<file path="src/hdl/bb_pkg.sv">
package bb_pkg;

  typedef logic [2:0] lt_addr_t;
  typedef logic [7:0] hec_t;
  typedef logic [6:0] whiten_t;

  typedef enum logic [3:0] {
    PK_NULL = 4'd0,
    PK_POLL = 4'd1,
    PK_FHS  = 4'd2,
    PK_DM1  = 4'd3,
    PK_DH1  = 4'd4
  } pk_type_t;

  localparam int   HDR_BITS = 10;
  localparam int   HEC_BITS = 8;
  localparam int   AIR_BITS = HDR_BITS + HEC_BITS;
  localparam hec_t HEC_POLY = 8'ha7;  // D^8+D^7+D^5+D^2+D+1

  // one serial step of the header check
  function automatic hec_t hec_step(hec_t crc, logic din);
    logic fb;
    fb = din ^ crc[7];
    hec_step = {crc[6:0], 1'b0} ^ (fb ? HEC_POLY : 8'h00);
  endfunction

  function automatic pk_type_t to_pk_type(logic [3:0] code);
    if (code <= 4'(PK_DH1))
      return pk_type_t'(code);
    return PK_NULL;  // undefined codes
  endfunction

  function automatic logic is_data(pk_type_t t);
    return (t == PK_DM1) || (t == PK_DH1);
  endfunction

endpackage

</file>
<file path="src/hdl/bb_reg_pkg.sv">
package bb_reg_pkg;

  typedef enum logic [2:0] {
    REG_LT_ADDR = 3'd0,
    REG_PK_TYPE = 3'd1,
    REG_UAP     = 3'd2,
    REG_WHITEN  = 3'd3,  // [7] enable, [6:0] init
    REG_FLOW    = 3'd4
  } reg_addr_t;

  localparam int REG_DATA_BITS = 8;

  localparam bb_pkg::lt_addr_t RST_LT_ADDR     = 3'd1;
  localparam bb_pkg::pk_type_t RST_PK_TYPE     = bb_pkg::PK_NULL;
  localparam logic [7:0]       RST_UAP         = 8'h00;
  localparam logic             RST_WHITEN_EN   = 1'b1;
  localparam bb_pkg::whiten_t  RST_WHITEN_INIT = 7'h7f;
  localparam logic             RST_FLOW        = 1'b1;

endpackage

</file>
<file path="src/hdl/bb_regs.sv">
`timescale 1ns/100ps
module bb_regs (
  input  logic                                 clk_6M,
  input  logic                                 rstz,
  input  logic                                 reg_we,
  input  bb_reg_pkg::reg_addr_t                reg_addr,
  input  logic [bb_reg_pkg::REG_DATA_BITS-1:0] reg_wdata,
  output bb_pkg::lt_addr_t                     my_lt_addr,
  output bb_pkg::pk_type_t                     tx_pk_type,
  output logic [7:0]                           uap,
  output logic                                 whiten_en,
  output bb_pkg::whiten_t                      whiten_init,
  output logic                                 tx_flow
);
  import bb_pkg::*;
  import bb_reg_pkg::*;

  always_ff @(posedge clk_6M or negedge rstz)
  begin
    if (!rstz)
    begin
      my_lt_addr  <= RST_LT_ADDR;
      tx_pk_type  <= RST_PK_TYPE;
      uap         <= RST_UAP;
      whiten_en   <= RST_WHITEN_EN;
      whiten_init <= RST_WHITEN_INIT;
      tx_flow     <= RST_FLOW;
    end
    else if (reg_we)
    begin
      case (reg_addr)
        REG_LT_ADDR: my_lt_addr <= reg_wdata[2:0];
        REG_PK_TYPE:
        begin
          if (reg_wdata[7:4] == 4'h0)
            tx_pk_type <= to_pk_type(reg_wdata[3:0]);
          else
            tx_pk_type <= PK_NULL;
        end
        REG_UAP:     uap <= reg_wdata;
        REG_WHITEN:
        begin
          whiten_en   <= reg_wdata[7];
          whiten_init <= reg_wdata[6:0];
        end
        REG_FLOW:    tx_flow <= reg_wdata[0];
        default:     ;  // unmapped, dropped
      endcase
    end
  end

endmodule

</file>
<file path="src/hdl/whiten_lfsr.sv">
`timescale 1ns/100ps
module whiten_lfsr (
  input  logic            clk_6M,
  input  logic            rstz,
  input  logic            load,
  input  bb_pkg::whiten_t init,
  input  logic            step,
  output logic            wbit
);
  import bb_pkg::*;

  whiten_t state;

  // x^7 + x^4 + 1
  always_ff @(posedge clk_6M or negedge rstz)
  begin
    if (!rstz)
      state <= '1;
    else if (load)
      state <= {1'b1, init[5:0]};  // msb forced, never all zero
    else if (step)
      state <= {state[5:0], state[6] ^ state[3]};
  end

  assign wbit = state[6];

endmodule

</file>
<file path="src/hdl/header_tx.sv">
`timescale 1ns/100ps
module header_tx (
  input  logic             clk_6M,
  input  logic             rstz,
  input  logic             p_1us,
  input  logic             tx_start,
  input  bb_pkg::lt_addr_t my_lt_addr,
  input  bb_pkg::pk_type_t tx_pk_type,
  input  logic [7:0]       uap,
  input  logic             whiten_en,
  input  bb_pkg::whiten_t  whiten_init,
  input  logic             tx_flow,
  input  logic             tx_arqn,
  input  logic             tx_seqn,
  output logic             txbit,
  output logic             tx_busy,
  output logic             tx_done
);
  import bb_pkg::*;

  logic [HDR_BITS-1:0] hdr_sr;
  hec_t                hec;
  logic [4:0]          bit_cnt;
  logic                wbit;
  logic                start_ok;
  logic                bit_p;
  logic                cur_bit;

  assign start_ok = tx_start & ~tx_busy;  // ignored while busy
  assign bit_p    = p_1us & tx_busy;
  assign cur_bit  = (bit_cnt < HDR_BITS) ? hdr_sr[0] : hec[7];

  whiten_lfsr whiten_u (
    .clk_6M (clk_6M     ),
    .rstz   (rstz       ),
    .load   (start_ok   ),
    .init   (whiten_init),
    .step   (bit_p      ),
    .wbit   (wbit       )
  );

  always_ff @(posedge clk_6M or negedge rstz)
  begin
    if (!rstz)
    begin
      tx_busy <= 1'b0;
      tx_done <= 1'b0;
      bit_cnt <= '0;
      txbit   <= 1'b0;
    end
    else
    begin
      tx_done <= 1'b0;
      if (start_ok)
      begin
        tx_busy <= 1'b1;
        bit_cnt <= '0;
      end
      else if (bit_p)
      begin
        txbit <= cur_bit ^ (whiten_en & wbit);
        if (bit_cnt == AIR_BITS - 1)
        begin
          tx_busy <= 1'b0;
          tx_done <= 1'b1;
          bit_cnt <= '0;
        end
        else
          bit_cnt <= bit_cnt + 1'b1;
      end
    end
  end

  // header LSB first, then hec msb first
  always_ff @(posedge clk_6M)
  begin
    if (start_ok)
    begin
      hdr_sr <= {tx_seqn, tx_arqn, tx_flow, tx_pk_type, my_lt_addr};
      hec    <= uap;
    end
    else if (bit_p)
    begin
      if (bit_cnt < HDR_BITS)
      begin
        hdr_sr <= hdr_sr >> 1;
        hec    <= hec_step(hec, hdr_sr[0]);
      end
      else
        hec <= hec << 1;
    end
  end

  a_bit_cnt_range: assert property (@(posedge clk_6M) disable iff (!rstz)
    tx_busy |-> (bit_cnt < AIR_BITS));

endmodule

</file>
<file path="src/hdl/header_rx.sv">
`timescale 1ns/100ps
module header_rx (
  input  logic             clk_6M,
  input  logic             rstz,
  input  logic             p_1us,
  input  logic             rx_start,
  input  logic             rxbit,
  input  logic [7:0]       uap,
  input  logic             whiten_en,
  input  bb_pkg::whiten_t  whiten_init,
  output logic             rx_valid,
  output bb_pkg::lt_addr_t dec_lt_addr,
  output bb_pkg::pk_type_t dec_pk_type,
  output logic             dec_flow,
  output logic             dec_arqn,
  output logic             dec_seqn,
  output logic             hec_good
);
  import bb_pkg::*;

  logic                armed;
  logic [4:0]          bit_cnt;
  logic [HDR_BITS-1:0] hdr_sr;
  hec_t                hec_calc;
  hec_t                hec_rx;
  logic                wbit;
  logic                samp_p;
  logic                dbit;
  logic                last_p;

  assign samp_p = p_1us & armed & ~rx_start;  // restart wins
  assign dbit   = rxbit ^ (whiten_en & wbit);
  assign last_p = samp_p & (bit_cnt == AIR_BITS - 1);

  whiten_lfsr whiten_u (
    .clk_6M (clk_6M     ),
    .rstz   (rstz       ),
    .load   (rx_start   ),
    .init   (whiten_init),
    .step   (samp_p     ),
    .wbit   (wbit       )
  );

  always_ff @(posedge clk_6M or negedge rstz)
  begin
    if (!rstz)
    begin
      armed    <= 1'b0;
      bit_cnt  <= '0;
      rx_valid <= 1'b0;
    end
    else
    begin
      rx_valid <= last_p;
      if (rx_start)
      begin
        armed   <= 1'b1;
        bit_cnt <= '0;
      end
      else if (last_p)
      begin
        armed   <= 1'b0;
        bit_cnt <= '0;
      end
      else if (samp_p)
        bit_cnt <= bit_cnt + 1'b1;
    end
  end

  always_ff @(posedge clk_6M)
  begin
    if (rx_start)
      hec_calc <= uap;
    else if (samp_p)
    begin
      if (bit_cnt < HDR_BITS)
      begin
        hdr_sr   <= {dbit, hdr_sr[HDR_BITS-1:1]};
        hec_calc <= hec_step(hec_calc, dbit);
      end
      else
        hec_rx <= {hec_rx[HEC_BITS-2:0], dbit};
    end
    // last hec bit arrives with last_p
    if (last_p)
    begin
      dec_lt_addr <= hdr_sr[2:0];
      dec_pk_type <= to_pk_type(hdr_sr[6:3]);
      dec_flow    <= hdr_sr[7];
      dec_arqn    <= hdr_sr[8];
      dec_seqn    <= hdr_sr[9];
      hec_good    <= (hec_calc == {hec_rx[HEC_BITS-2:0], dbit});
    end
  end

  a_valid_single: assert property (@(posedge clk_6M) disable iff (!rstz)
    rx_valid |=> !rx_valid);

endmodule

</file>
<file path="src/hdl/arq_ctrl.sv">
`timescale 1ns/100ps
module arq_ctrl (
  input  logic             clk_6M,
  input  logic             rstz,
  input  logic             rx_valid,
  input  bb_pkg::lt_addr_t my_lt_addr,
  input  bb_pkg::lt_addr_t dec_lt_addr,
  input  bb_pkg::pk_type_t dec_pk_type,
  input  logic             dec_arqn,
  input  logic             dec_seqn,
  input  logic             hec_good,
  output logic             tx_arqn,
  output logic             tx_seqn,
  output logic             rx_new,
  output logic             rx_dup
);
  import bb_pkg::*;

  logic seqn_old;
  logic addressed;

  assign addressed = hec_good & (dec_lt_addr == my_lt_addr);

  always_ff @(posedge clk_6M or negedge rstz)
  begin
    if (!rstz)
    begin
      tx_arqn  <= 1'b0;
      tx_seqn  <= 1'b0;
      rx_new   <= 1'b0;
      rx_dup   <= 1'b0;
      seqn_old <= 1'b1;  // first seqn 0 is new
    end
    else
    begin
      rx_new <= 1'b0;
      rx_dup <= 1'b0;
      if (rx_valid)
      begin
        if (!addressed)
          tx_arqn <= 1'b0;  // nak
        else
        begin
          if (is_data(dec_pk_type))
          begin
            tx_arqn <= 1'b1;
            if (dec_seqn != seqn_old)
            begin
              rx_new   <= 1'b1;
              seqn_old <= dec_seqn;
            end
            else
              rx_dup <= 1'b1;
          end
          if (dec_arqn)
            tx_seqn <= ~tx_seqn;  // peer acked, next packet
        end
      end
    end
  end

  a_new_dup_excl: assert property (@(posedge clk_6M) disable iff (!rstz)
    !(rx_new && rx_dup));

endmodule

</file>
<file path="src/hdl/bb_top.sv">
`timescale 1ns/100ps
module bb_top (
  input  logic                                 clk_6M,
  input  logic                                 rstz,
  input  logic                                 p_1us,
  input  logic                                 reg_we,
  input  bb_reg_pkg::reg_addr_t                reg_addr,
  input  logic [bb_reg_pkg::REG_DATA_BITS-1:0] reg_wdata,
  input  logic                                 tx_start,
  input  logic                                 rx_start,
  input  logic                                 rxbit,
  output logic                                 txbit,
  output logic                                 tx_busy,
  output logic                                 tx_done,
  output logic                                 rx_valid,
  output bb_pkg::lt_addr_t                     dec_lt_addr,
  output bb_pkg::pk_type_t                     dec_pk_type,
  output logic                                 dec_flow,
  output logic                                 dec_arqn,
  output logic                                 dec_seqn,
  output logic                                 hec_good,
  output logic                                 rx_new,
  output logic                                 rx_dup
);
  import bb_pkg::*;

  lt_addr_t   my_lt_addr;
  pk_type_t   tx_pk_type;
  logic [7:0] uap;
  logic       whiten_en;
  whiten_t    whiten_init;
  logic       tx_flow;
  logic       tx_arqn;
  logic       tx_seqn;

  bb_regs regs_u (
    .clk_6M      (clk_6M     ),
    .rstz        (rstz       ),
    .reg_we      (reg_we     ),
    .reg_addr    (reg_addr   ),
    .reg_wdata   (reg_wdata  ),
    .my_lt_addr  (my_lt_addr ),
    .tx_pk_type  (tx_pk_type ),
    .uap         (uap        ),
    .whiten_en   (whiten_en  ),
    .whiten_init (whiten_init),
    .tx_flow     (tx_flow    )
  );

  header_tx header_tx_u (
    .clk_6M      (clk_6M     ),
    .rstz        (rstz       ),
    .p_1us       (p_1us      ),
    .tx_start    (tx_start   ),
    .my_lt_addr  (my_lt_addr ),
    .tx_pk_type  (tx_pk_type ),
    .uap         (uap        ),
    .whiten_en   (whiten_en  ),
    .whiten_init (whiten_init),
    .tx_flow     (tx_flow    ),
    .tx_arqn     (tx_arqn    ),
    .tx_seqn     (tx_seqn    ),
    .txbit       (txbit      ),
    .tx_busy     (tx_busy    ),
    .tx_done     (tx_done    )
  );

  header_rx header_rx_u (
    .clk_6M      (clk_6M     ),
    .rstz        (rstz       ),
    .p_1us       (p_1us      ),
    .rx_start    (rx_start   ),
    .rxbit       (rxbit      ),
    .uap         (uap        ),
    .whiten_en   (whiten_en  ),
    .whiten_init (whiten_init),
    .rx_valid    (rx_valid   ),
    .dec_lt_addr (dec_lt_addr),
    .dec_pk_type (dec_pk_type),
    .dec_flow    (dec_flow   ),
    .dec_arqn    (dec_arqn   ),
    .dec_seqn    (dec_seqn   ),
    .hec_good    (hec_good   )
  );

  arq_ctrl arq_ctrl_u (
    .clk_6M      (clk_6M     ),
    .rstz        (rstz       ),
    .rx_valid    (rx_valid   ),
    .my_lt_addr  (my_lt_addr ),
    .dec_lt_addr (dec_lt_addr),
    .dec_pk_type (dec_pk_type),
    .dec_arqn    (dec_arqn   ),
    .dec_seqn    (dec_seqn   ),
    .hec_good    (hec_good   ),
    .tx_arqn     (tx_arqn    ),
    .tx_seqn     (tx_seqn    ),
    .rx_new      (rx_new     ),
    .rx_dup      (rx_dup     )
  );

endmodule

</file>
<file path="config.mk">
export PLATFORM = sky130hd
export DESIGN_NAME = bb_top
export DESIGN_NICKNAME = d
export VERILOG_FILES = /design/src/hdl/bb_pkg.sv /design/src/hdl/bb_reg_pkg.sv /design/src/hdl/bb_regs.sv /design/src/hdl/whiten_lfsr.sv /design/src/hdl/header_tx.sv /design/src/hdl/header_rx.sv /design/src/hdl/arq_ctrl.sv /design/src/hdl/bb_top.sv
export SDC_FILE = /design/constraint.sdc
export NUM_CORES = 1
export LEC_CHECK = 0
export BUFFER_PORTS_ARGS = -buffer_cell sky130_fd_sc_hd__buf_4
export CORE_MARGIN = 5
export CORE_UTILIZATION = 50
export CTS_CLUSTER_DIAMETER = 30
export DETAILED_ROUTE_END_ITERATION = 16
export PLACE_DENSITY_LB_ADDON = 0.2
export SLEW_MARGIN = 20
export SYNTH_ARGS = -nofsm -noshare
export SYNTH_HDL_FRONTEND = slang
export SYNTH_HIERARCHICAL = 1
export SYNTH_SLANG_ARGS = --single-unit
</file>
<file path="constraint.sdc">
create_clock -name clk_6M -period 3 [get_ports clk_6M]
set_input_delay 0.3 -clock clk_6M [delete_from_list [all_inputs] [get_ports clk_6M]]
set_output_delay 0.3 -clock clk_6M [all_outputs]
set_load 0.01 [all_outputs]
</file>
==> impl_metrics.tcl <==
set metrics [dict create \
    status "finished, final reports clean" \
    rows 36 \
    core_area_mm2 0.009639 \
    cts_buffers 9 \
    crit_path_start_kind "register" \
    antenna_left 0 \
    clock_path_buffers 2 \
    num_io_pins 35 \
    cp.arrival_ps 1960 \
    synthesis.nets 379 \
    wl_per_cell_um 16.22 \
    worst_pin_slew_ps 798.0 \
    setup_violations 0 \
    cap_violations 0 \
    sw_frac_of_total_pct 29.85 \
    grt_pass1_wl_um 14320 \
    area_growth_pct 12.39 \
    fin_crit_sh_pct 64.60 \
    fin_hold_ws_ps 142.9 \
    grt_pass1_vias 2720 \
    fin_crit_ps 1938 \
    grt_max_degree 58 \
    grt_antenna_before_repair 0 \
    grtUsageMet1_pct 22.86 \
    hp-class "in2reg" \
    clock.fmax_ghz 0.5160 \
    layout-drive-gt1-share_pct 23.94 \
    dp_hpwl_um 6040 \
    power.total_mw 3.986 \
    leakage_nw 2.122 \
    fin_setup_tns_ps 0 \
    post_cts_buffers 0 \
    pwr-share-comb_pct 20.5 \
    via_count 2779 \
    crit_required_ps 3020 \
    cts.reportedPaths.clkPinSlew_ps 120 \
    final_core_util_pct 57.00 \
    busiest_layer "met2" \
    drt_iter0_drc 167 \
    use_met3_pct 3.967 \
    synthCells 357 \
    path_max_fanout 12 \
    worstSetupPathType "reg2reg" \
    syn-cell-area_mm2 0.004888 \
    end_kind "register" \
    n_antenna_cell 0 \
    cts_sinks 111 \
    grt.overflow.total 0 \
    seq_power_share_pct 56.9 \
    clock_skew_ps 10.97 \
    wl_um 8662 \
    powerDensity_mw_per_mm2 725.4 \
    hold_violations 0 \
    grt.met2_usage_pct 23.99 \
    rsz0062_at_grt "no" \
    die-area_mm2 0.01185 \
    cts_resized 0 \
    slew_violations 0 \
    routed_via_density 5.204 \
    vdd_drop_max_mv 0.3097 \
    clock_latency_ps 370 \
    clkPwrFrac_pct 22.6 \
    avgSynthCellArea_um2 13.69 \
    ys_warn_count 6 \
    grtUsageTotal_pct 15.82 \
    ctsHtreeMaxLevel 3 \
    first_pass_iters 4 \
    initial_core_util_pct 50.71 \
    intPower_mw 2.796 \
    dieHeight_um 108.9 \
    die_width_um 108.9 \
    place_congestion 0.7789 \
    p_switching_mw 1.190 \
    drcViolationCount 0 \
    io_buffers 34 \
    clockRootBuffer "clkbuf_8" \
    cts_tree "done" \
    finalNetCount 418 \
    cts_hold_buf 1 \
    relSlewSlack_pct 46.39 \
]
## path summary, 6_finish.rpt
check                                       start  cells past startpoint                    endpoint  slack, ps
min                                  reg_wdata[6]                      2               regs_u/uap[6]        140
max in group asynchronous                    rstz                      2      header_rx_u/bit_cnt[4]       1980
min in group asynchronous                    rstz                      2      header_tx_u/bit_cnt[3]        520
max reg2reg                header_rx_u/bit_cnt[1]                      4  header_rx_u/dec_lt_addr[0]       1060
min reg2reg                 header_rx_u/hdr_sr[0]                      0  header_rx_u/dec_lt_addr[0]        460
max                        header_rx_u/bit_cnt[1]                      4  header_rx_u/dec_lt_addr[0]       1060
## layout make-up
cell class	count	area (µm²)
clock buffer	9	123.9
multi-input combinational	230	1734
inverter	6	22.52
timing repair buffer	38	287.8
fill	825	4145
clock inverter	7	81.33
tap	133	166.4
sequential	111	3078
## placed cells by master (no fill, tap or decap), types with 6 or more instances in the layout
master,n
edfxtp_1,54
nand2_1,37
buf_4,37
dfrtp_1,33
mux2_1,32
dfstp_2,24
o21ai_1,22
xnor2_1,19
nor2_1,15
mux2i_1,11
xor2_1,10
clkbuf_8,9
nor3_1,9
nand3_1,7
inv_1,6
## worst max-delay path, stage by stage, from the launching register on
cell and delay [ps]:
dfrtp_1 430, inv_1 70, ha_1 130, nor4bb_4 430, and2_1 530
## state kept, by name, indices dropped and copies added (netlist names), 6 cells and up
signal and count:
header_rx_u/hdr_sr 10, header_tx_u/hdr_sr 10, header_rx_u/hec_calc 8, header_tx_u/hec 8, regs_u/uap 8, header_rx_u/hec_rx 7, header_rx_u/whiten_u/state 7, header_tx_u/whiten_u/state 7
regs_u/whiten_init 6
## metrics by stage
stage          cell area, µm²  instances  worst slack [ps]
6_report                 5494        534              1062
5_1_grt                  5494        534             894.2
4_1_cts                  5494        534              1026
3_5_place_dp             5279        517              1043
3_3_place_gp             5279        517              1123
2_1_floorplan            4888        357             934.4
## routing by layer
metal	share of wire, %	up-vias
li1	-	1358
met1	49	1384
met2	47	31
met3	2.8	6
met4	0.90	0
met5	0	-
## power by group through the flow
stage / combinational, mW / clock, mW / sequential (mW)
finish: 0.816 / 0.902 / 2.27
global route: 0.921 / 0.991 / 2.31
CTS: 0.831 / 0.930 / 2.27
detailed placement: 0.828 / 0 / 2.30
global placement: 0.798 / 0 / 2.29
floorplan: 0.652 / 0 / 2.22
No activity file was read; power rests on OpenSTA's default activity.
